$ cat src/common/mips_pkg.sv
package mips_pkg;

    ////////////////////////////////////////////////////////////////////////////
    // Basic widths
    ////////////////////////////////////////////////////////////////////////////

    typedef logic [31:0] word_t;
    typedef logic [4:0] reg_num_t;
    typedef logic [4:0] cp0_addr_t;

    typedef enum logic [4:0] {
        LW, LH, LHU, LB, LBU, SW, SH, SB,
        SYSCALL, BREAK, ERET, MTC0, MFC0, ALU, NOP
    } decoded_op_t;

    // Instruction leaving the memory stage
    typedef struct packed {
        logic        valid;
        decoded_op_t op;
        word_t       pcplus4;
        word_t       result;
        logic        memwrite;
        logic        memtoreg;
        logic        in_delay_slot;
        logic        exception_instr;
        logic        exception_instr_tlb;
        logic        exception_ri;
        logic        exception_of;
        reg_num_t    dest;
    } exec_data_t;

    ////////////////////////////////////////////////////////////////////////////
    // Exceptions
    ////////////////////////////////////////////////////////////////////////////

    typedef struct packed {
        logic instr;
        logic instr_tlb;
        logic ri;
        logic of;
        logic sys;
        logic bp;
        logic load;
        logic save;
        logic load_tlb;
        logic save_tlb;
        logic mod;
        logic tr;
        logic cpu;
    } exc_info_t;

    typedef struct packed {
        exc_info_t  exc_info;
        logic [7:0] interrupt_info;
        logic       in_delay_slot;
        word_t      pc;
        word_t      vaddr;
    } exception_pipeline_t;

    typedef enum logic [4:0] {
        INT  = 5'd0,
        MOD  = 5'd1,
        TLBL = 5'd2,
        TLBS = 5'd3,
        ADEL = 5'd4,
        ADES = 5'd5,
        SYS  = 5'd8,
        BP   = 5'd9,
        RI   = 5'd10,
        OV   = 5'd12
    } exc_code_t;

    typedef struct packed {
        exc_code_t code;
        logic      badvaddr_valid;
        word_t     badvaddr;
    } exception_t;

    localparam word_t EXC_VECTOR = 32'hBFC00380;

    ////////////////////////////////////////////////////////////////////////////
    // Coprocessor 0
    ////////////////////////////////////////////////////////////////////////////

    typedef struct packed {
        logic [15:0] rsvd_hi;
        logic [7:0]  IM;
        logic [5:0]  rsvd_lo;
        logic        EXL;
        logic        IE;
    } cp0_status_t;

    typedef struct packed {
        logic        BD;
        logic        TI;
        logic [13:0] rsvd_hi;
        logic [7:0]  IP;
        logic        rsvd_mid;
        exc_code_t   ExcCode;
        logic [1:0]  rsvd_lo;
    } cp0_cause_t;

    localparam cp0_addr_t CP0_BADVADDR = 5'd8;
    localparam cp0_addr_t CP0_COUNT    = 5'd9;
    localparam cp0_addr_t CP0_COMPARE  = 5'd11;
    localparam cp0_addr_t CP0_STATUS   = 5'd12;
    localparam cp0_addr_t CP0_CAUSE    = 5'd13;
    localparam cp0_addr_t CP0_EPC      = 5'd14;

endpackage

$ cat src/common/exc_report_if.sv
`timescale 1ns/1ps

interface exc_report_if;

    logic                valid;
    mips_pkg::exc_code_t code;
    mips_pkg::word_t     epc;
    logic                in_delay_slot;
    mips_pkg::word_t     badvaddr;
    logic                badvaddr_valid;

    modport reporter (
        output valid, code, epc, in_delay_slot, badvaddr, badvaddr_valid
    );

    // Sampled on the edge where valid is high
    modport recorder (
        input valid, code, epc, in_delay_slot, badvaddr, badvaddr_valid
    );

endinterface

$ cat src/exception/exception_priority.sv
`timescale 1ns/1ps

module exception_priority (
    input  mips_pkg::exception_pipeline_t pipe,
    input  mips_pkg::cp0_status_t         cp0_status,
    output logic                          exception_valid,
    output mips_pkg::word_t               pcexception,
    output mips_pkg::exception_t          exception
);

    logic interrupt_taken;

    assign interrupt_taken = (|pipe.interrupt_info) && cp0_status.IE && !cp0_status.EXL;

    // Fixed priority, interrupt first
    always_comb begin
        exception       = '0;
        exception_valid = 1'b1;
        if (interrupt_taken) begin
            exception.code = mips_pkg::INT;
        end else if (pipe.exc_info.instr) begin
            exception.code           = mips_pkg::ADEL;
            exception.badvaddr_valid = 1'b1;
            exception.badvaddr       = pipe.pc;
        end else if (pipe.exc_info.instr_tlb) begin
            exception.code           = mips_pkg::TLBL;
            exception.badvaddr_valid = 1'b1;
            exception.badvaddr       = pipe.pc;
        end else if (pipe.exc_info.ri) begin
            exception.code = mips_pkg::RI;
        end else if (pipe.exc_info.of) begin
            exception.code = mips_pkg::OV;
        end else if (pipe.exc_info.sys) begin
            exception.code = mips_pkg::SYS;
        end else if (pipe.exc_info.bp) begin
            exception.code = mips_pkg::BP;
        end else if (pipe.exc_info.load) begin
            exception.code           = mips_pkg::ADEL;
            exception.badvaddr_valid = 1'b1;
            exception.badvaddr       = pipe.vaddr;
        end else if (pipe.exc_info.save) begin
            exception.code           = mips_pkg::ADES;
            exception.badvaddr_valid = 1'b1;
            exception.badvaddr       = pipe.vaddr;
        end else if (pipe.exc_info.load_tlb) begin
            exception.code           = mips_pkg::TLBL;
            exception.badvaddr_valid = 1'b1;
            exception.badvaddr       = pipe.vaddr;
        end else if (pipe.exc_info.save_tlb) begin
            exception.code           = mips_pkg::TLBS;
            exception.badvaddr_valid = 1'b1;
            exception.badvaddr       = pipe.vaddr;
        end else if (pipe.exc_info.mod) begin
            exception.code           = mips_pkg::MOD;
            exception.badvaddr_valid = 1'b1;
            exception.badvaddr       = pipe.vaddr;
        end else begin
            exception_valid = 1'b0;
        end
    end

    assign pcexception = exception_valid ? mips_pkg::EXC_VECTOR : '0;

endmodule

$ cat src/exception/exception_checker.sv
`timescale 1ns/1ps

module exception_checker (
    input  logic                           rst,
    input  logic                           flush,
    input  mips_pkg::exec_data_t           exe,
    input  logic [5:0]                     ext_int,
    input  logic                           d_tlb_invalid,
    input  logic                           tlb_modified,
    input  mips_pkg::cp0_status_t          cp0_status,
    input  mips_pkg::cp0_cause_t           cp0_cause,
    output logic                           exception_valid,
    output mips_pkg::word_t                pcexception,
    output mips_pkg::exc_code_t            exception_code,
    output mips_pkg::exec_data_t           mem_out,
    exc_report_if.reporter                 rpt
);

    mips_pkg::exec_data_t          data;
    mips_pkg::exception_pipeline_t pipe;
    mips_pkg::exception_t          exc;
    mips_pkg::word_t               pc_vector;
    logic                          raw_valid;
    logic                          active;
    logic                          load_misaligned;
    logic                          save_misaligned;

    assign data   = rst ? '0 : exe;
    assign active = !flush && data.valid;

    ////////////////////////////////////////////////////////////////////////////
    // Fault vector
    ////////////////////////////////////////////////////////////////////////////

    assign load_misaligned = (data.op == mips_pkg::LW && data.result[1:0] != 2'b00) ||
                             ((data.op == mips_pkg::LH || data.op == mips_pkg::LHU) &&
                              data.result[0]);
    assign save_misaligned = (data.op == mips_pkg::SW && data.result[1:0] != 2'b00) ||
                             (data.op == mips_pkg::SH && data.result[0]);

    assign pipe.exc_info.instr     = data.exception_instr;
    assign pipe.exc_info.instr_tlb = data.exception_instr_tlb;
    assign pipe.exc_info.ri        = data.exception_ri;
    assign pipe.exc_info.of        = data.exception_of;
    assign pipe.exc_info.sys       = (data.op == mips_pkg::SYSCALL);
    assign pipe.exc_info.bp        = (data.op == mips_pkg::BREAK);
    assign pipe.exc_info.load      = load_misaligned;
    assign pipe.exc_info.save      = save_misaligned;
    // Data TLB response only matters for an actual access
    assign pipe.exc_info.load_tlb  = d_tlb_invalid & data.memtoreg;
    assign pipe.exc_info.save_tlb  = d_tlb_invalid & data.memwrite;
    assign pipe.exc_info.mod       = tlb_modified & data.memwrite;
    assign pipe.exc_info.tr        = 1'b0;
    assign pipe.exc_info.cpu       = 1'b0;

    assign pipe.in_delay_slot  = data.in_delay_slot;
    assign pipe.pc             = data.pcplus4 - 32'd4;
    assign pipe.vaddr          = data.exception_instr ? pipe.pc : data.result;
    assign pipe.interrupt_info = ({ext_int, 2'b00} | cp0_cause.IP | {cp0_cause.TI, 7'b0}) &
                                 cp0_status.IM;

    exception_priority u_priority (
        .pipe            (pipe),
        .cp0_status      (cp0_status),
        .exception_valid (raw_valid),
        .pcexception     (pc_vector),
        .exception       (exc)
    );

    ////////////////////////////////////////////////////////////////////////////
    // Outputs, gated by flush and valid
    ////////////////////////////////////////////////////////////////////////////

    assign exception_valid = active && raw_valid;
    assign pcexception     = active ? pc_vector : '0;
    assign exception_code  = active ? exc.code : mips_pkg::INT;
    assign mem_out         = (active && !raw_valid) ? data : '0;

    assign rpt.valid          = exception_valid;
    assign rpt.code           = exception_code;
    assign rpt.epc            = pipe.in_delay_slot ? pipe.pc - 32'd4 : pipe.pc;
    assign rpt.in_delay_slot  = pipe.in_delay_slot;
    assign rpt.badvaddr       = exc.badvaddr;
    assign rpt.badvaddr_valid = active && exc.badvaddr_valid;

endmodule

$ cat src/verilog/cp0_regs.sv
`timescale 1ns/1ps

module cp0_regs #(
    parameter int TIMER_DIV = 2
) (
    input  logic                  clk,
    input  logic                  rst,
    input  logic                  eret,
    input  logic                  we,
    input  mips_pkg::cp0_addr_t   addr,
    input  mips_pkg::word_t       wdata,
    exc_report_if.recorder        rpt,
    output mips_pkg::word_t       rdata,
    output mips_pkg::cp0_status_t status,
    output mips_pkg::cp0_cause_t  cause,
    output mips_pkg::word_t       epc
);

    localparam int PW = (TIMER_DIV > 1) ? $clog2(TIMER_DIV) : 1;

    mips_pkg::word_t badvaddr_q;
    mips_pkg::word_t count_q;
    mips_pkg::word_t compare_q;
    logic [PW-1:0]   presc_q;
    logic            tick;
    logic            wr;

    // An exception in the same cycle drops the write and the eret
    assign wr   = we && !rpt.valid;
    assign tick = (presc_q == PW'(TIMER_DIV - 1));

    ////////////////////////////////////////////////////////////////////////////
    // Timer
    ////////////////////////////////////////////////////////////////////////////

    always_ff @(posedge clk) begin
        if (rst) begin
            presc_q   <= '0;
            count_q   <= '0;
            compare_q <= '0;
            cause.TI  <= 1'b0;
        end else begin
            presc_q <= tick ? '0 : presc_q + 1'b1;
            if (wr && addr == mips_pkg::CP0_COUNT) begin
                count_q <= wdata;
            end else if (tick) begin
                count_q <= count_q + 32'd1;
            end
            if (wr && addr == mips_pkg::CP0_COMPARE) begin
                compare_q <= wdata;
                cause.TI  <= 1'b0;
            end else if (tick && count_q + 32'd1 == compare_q) begin
                cause.TI <= 1'b1;
            end
        end
    end

    ////////////////////////////////////////////////////////////////////////////
    // Status, Cause, EPC, BadVAddr
    ////////////////////////////////////////////////////////////////////////////

    always_ff @(posedge clk) begin
        if (rst) begin
            status       <= '0;
            cause.BD     <= 1'b0;
            cause.IP     <= '0;
            cause.ExcCode <= mips_pkg::INT;
            epc          <= '0;
            badvaddr_q   <= '0;
        end else if (rpt.valid) begin
            status.EXL    <= 1'b1;
            cause.BD      <= rpt.in_delay_slot;
            cause.ExcCode <= rpt.code;
            epc           <= rpt.epc;
            if (rpt.badvaddr_valid) begin
                badvaddr_q <= rpt.badvaddr;
            end
        end else begin
            if (eret) begin
                status.EXL <= 1'b0;
            end
            if (wr && addr == mips_pkg::CP0_STATUS) begin
                status.IM <= wdata[15:8];
                status.IE <= wdata[0];
            end
            // Only the two software interrupt bits are writable
            if (wr && addr == mips_pkg::CP0_CAUSE) begin
                cause.IP[1:0] <= wdata[9:8];
            end
            if (wr && addr == mips_pkg::CP0_EPC) begin
                epc <= wdata;
            end
        end
    end

    // Reserved fields read as zero
    assign cause.rsvd_hi  = '0;
    assign cause.rsvd_mid = 1'b0;
    assign cause.rsvd_lo  = '0;

    always_comb begin
        case (addr)
            mips_pkg::CP0_BADVADDR: rdata = badvaddr_q;
            mips_pkg::CP0_COUNT:    rdata = count_q;
            mips_pkg::CP0_COMPARE:  rdata = compare_q;
            mips_pkg::CP0_STATUS:   rdata = status;
            mips_pkg::CP0_CAUSE:    rdata = cause;
            mips_pkg::CP0_EPC:      rdata = epc;
            default:                rdata = '0;
        endcase
    end

    eret_outside_handler: assert property (
        @(posedge clk) disable iff (rst) !(eret && rpt.valid && !status.EXL)
    ) else $warning("eret coincides with a new exception outside a handler");

endmodule

$ cat src/verilog/exc_unit_top.sv
`timescale 1ns/1ps

module exc_unit_top #(
    parameter int TIMER_DIV = 2
) (
    input  logic                 clk,
    input  logic                 rst,
    input  logic                 flush,
    input  mips_pkg::exec_data_t exe,
    input  logic [5:0]           ext_int,
    input  logic                 d_tlb_invalid,
    input  logic                 tlb_modified,
    input  logic                 cp0_we,
    input  mips_pkg::cp0_addr_t  cp0_addr,
    input  mips_pkg::word_t      cp0_wdata,
    input  logic                 eret,
    output logic                 exception_valid,
    output mips_pkg::word_t      pcexception,
    output mips_pkg::exc_code_t  exception_code,
    output mips_pkg::exec_data_t mem_out,
    output mips_pkg::word_t      cp0_rdata,
    output mips_pkg::word_t      epc,
    output logic                 status_exl
);

    mips_pkg::cp0_status_t status;
    mips_pkg::cp0_cause_t  cause;

    exc_report_if rpt ();

    exception_checker u_checker (
        .rst             (rst),
        .flush           (flush),
        .exe             (exe),
        .ext_int         (ext_int),
        .d_tlb_invalid   (d_tlb_invalid),
        .tlb_modified    (tlb_modified),
        .cp0_status      (status),
        .cp0_cause       (cause),
        .exception_valid (exception_valid),
        .pcexception     (pcexception),
        .exception_code  (exception_code),
        .mem_out         (mem_out),
        .rpt             (rpt.reporter)
    );

    cp0_regs #(
        .TIMER_DIV (TIMER_DIV)
    ) u_cp0 (
        .clk    (clk),
        .rst    (rst),
        .eret   (eret),
        .we     (cp0_we),
        .addr   (cp0_addr),
        .wdata  (cp0_wdata),
        .rpt    (rpt.recorder),
        .rdata  (cp0_rdata),
        .status (status),
        .cause  (cause),
        .epc    (epc)
    );

    assign status_exl = status.EXL;

endmodule

$ cat config.mk
export PLATFORM = sky130hd
export DESIGN_NAME = exc_unit_top
export DESIGN_NICKNAME = d
export VERILOG_FILES = /design/src/common/mips_pkg.sv /design/src/common/exc_report_if.sv /design/src/exception/exception_priority.sv /design/src/exception/exception_checker.sv /design/src/verilog/cp0_regs.sv /design/src/verilog/exc_unit_top.sv
export SDC_FILE = /design/constraint.sdc
export NUM_CORES = 1
export LEC_CHECK = 0
export ABC_AREA = 1
export BUFFER_PORTS_ARGS = -buffer_cell sky130_fd_sc_hd__buf_4
export CAP_MARGIN = 20
export CORE_UTILIZATION = 35
export CTS_CLUSTER_DIAMETER = 200
export CTS_CLUSTER_SIZE = 16
export DETAILED_ROUTE_END_ITERATION = 7
export SYNTH_ARGS = -nofsm -noshare
export SYNTH_HDL_FRONTEND = slang
export SYNTH_HIERARCHICAL = 1
export SYNTH_SLANG_ARGS = --single-unit
$ cat constraint.sdc
create_clock -name clk -period 6.55 [get_ports clk]
set_input_delay 1.31 -clock clk [delete_from_list [all_inputs] [get_ports clk]]
set_output_delay 1.31 -clock clk [all_outputs]
set_load 0.005 [all_outputs]
==> flow_metrics.env <==
export IMPL_status="completed"
export IMPL_start_util_pct=35.6
export IMPL_met1_usage_pct=35.6
export IMPL_met2_usage_pct=45.0
export IMPL_fin_cells=2982
export IMPL_final_setup_tns_ns=0
export IMPL_fin_util_pct=43.5
export IMPL_postCtsSetupBuffers=0
export IMPL_io_buffers=295
export IMPL_fin_nets=2638
export IMPL_wl_mm=52.0
export IMPL_wl_per_cell_um=17.4
export IMPL_crit_arrival_ns=4.24
export IMPL_slew_headroom_pct=23.8
export IMPL_cts_resized=0
export IMPL_vias=15100
export IMPL_io_pins=317
export IMPL_clkTransAtPathRegs_ns=0.06
export IMPL_grt_antenna_before_repair=0
export IMPL_hold_class="reg2reg"
export IMPL_grt_pass1_vias=13700
export IMPL_mostFrequentLayoutCell="nand2_1"
export IMPL_die_h_um=195
export IMPL_clk_latency_ns=0.44
export IMPL_rows=70
export IMPL_place_area_mm2=0.0153
export IMPL_grt_pass1_wl_mm=79.6
export IMPL_drive_gt1_share_pct=19.5
export IMPL_end_kind="primary output"
export IMPL_dr_first_iter_drc_count=1258
export IMPL_peakVddDrop_mv=0.120
export IMPL_dp_hpwl_mm=40.9
export IMPL_powerDensity_mw_per_mm2=163
export IMPL_drc=0
export IMPL_met3_usage_pct=3.35
export IMPL_rsz0062_at_grt="no"
export IMPL_leakage_nw=7.63
export IMPL_path_cells="buf_4 -> inv_2 -> buf_4 -> a21oi_1 -> nor2_1 -> nand3b_2 -> nor3_1 -> nand3_1 -> nor2_1 -> inv_2 -> buf_12 -> nor2_1 -> buf_4"
export IMPL_path_max_fanout=63
export IMPL_slowest_stage="buf_4"
export IMPL_fp_dieW_um=195
export IMPL_gr_total_overflow=0
export IMPL_cpPeakStageDelay_ns=0.47
export IMPL_final_cell_mix="nand2_1 (583), nor2_1 (469), buf_4 (314), inv_1 (274), dfxtp_1 (148)"
export IMPL_core_area_mm2=0.0367
export IMPL_clockBufferDepth=2
export IMPL_cts_tree="built"
export IMPL_place_inst=2948
export IMPL_setup_viol=0
export IMPL_crit_path_start_kind="primary input"
export IMPL_netlist_area_mm2=0.0131
export IMPL_syn_to_final_growth_pct=22.1
export IMPL_final_max_slew_viol_count=0
export IMPL_ant_nets=0
export IMPL_drv_cap=0
export IMPL_insertedDiodeCount=0
export IMPL_cts_made_buffers=17
export IMPL_critPathKind="in2out"
export IMPL_drtPass1Iterations=6
export IMPL_htreeDepth=4
export IMPL_yosysWarnings=6
export IMPL_hold_buffers=0
export IMPL_gp_congestion=0.933
export IMPL_groute_usage_overall_pct=26.8
export IMPL_hold_viol=0
export IMPL_dieArea_mm2=0.0381
export IMPL_synth_area_per_cell_um2=5.72
export IMPL_global_route_peak_usage_layer="met2"
export IMPL_cts_sinks=148
export IMPL_worstMarginPinSlew_ns=1.14
export IMPL_total_power_mw=2.60
export IMPL_syn_inst=2286
export IMPL_clockRootBuffer="clkbuf_16"
export IMPL_skew_ns=0.0182
export IMPL_via_per_inst=5.05
export IMPL_stdcell_area_mm2=0.0160
export IMPL_fmax_ghz=0.180
export IMPL_min_period_over_period_pct=84.7
export IMPL_period_minus_slack_ns=5.55
export IMPL_grt_start_max_net_pins=82
export IMPL_crit_required_ns=5.24
-- layer usage --
layer	wire, um	part of all wire [%]
met1	22900	44
met2	24300	47
met3	3590	6.9
met4	1290	2.5
met5	0	0
-- stage by stage --
step / setup WS, ns / hold slack (ns)
4_1_cts: 0.787 / 0.469
6_report: 1.00 / 0.469
3_5_place_dp: 0.804 / 0.454
2_1_floorplan: 1.57 / 0.426
5_1_grt: 0.695 / 0.485
3_3_place_gp: 0.995 / 0.448
-- power breakdown --
group          internal [mW]  total [mW]  switching, mW
sequential             0.919       0.941         0.0216
clock                  0.707        1.10          0.392
combinational          0.196       0.560          0.364
total                   1.82        2.60          0.778
-- cell type report --
class                   count  area [um2]
fillers                  3929       20700
multi-input cells        1727        8270
repair buffers            316        2400
clock inverters             8         171
clock buffers              24         482
well taps                 468         586
flip-flops and latches    148        2960
inverters                 291        1100
-- worst paths after layout --
kind / from / endpoint / slack [ns] / cells past startpoint
worst max-delay path: rst / mem_out[63] / 1.00 / 13
worst min-delay path: u_cp0/presc_q$_SDFF_PP0_ / u_cp0/presc_q$_SDFF_PP0_ / 0.47 / 1
worst max register to register: u_cp0/cause[30]$_SDFFE_PP0P_ / u_cp0/compare_q[26]$_SDFFE_PP0P_ / 2.97 / 14
worst min register to register: u_cp0/presc_q$_SDFF_PP0_ / u_cp0/presc_q$_SDFF_PP0_ / 0.47 / 1
-- state kept, by name (all words and copies together) (netlist names) --
signal	count
u_cp0/badvaddr_q	32
u_cp0/compare_q	32
u_cp0/cause	9
u_cp0/status	10
u_cp0/count_q	32
u_cp0/epc	32
u_cp0/presc_q	1
-- critical path: cells and delay by family --
| family | cells | cell delay [ns] |
|---|---|---|
| simple gates | 6 | 1.42 |
| buf+inv | 6 | 1.29 |
| compound gates | 1 | 0.17 |
Power figures use the tool's default switching activity.
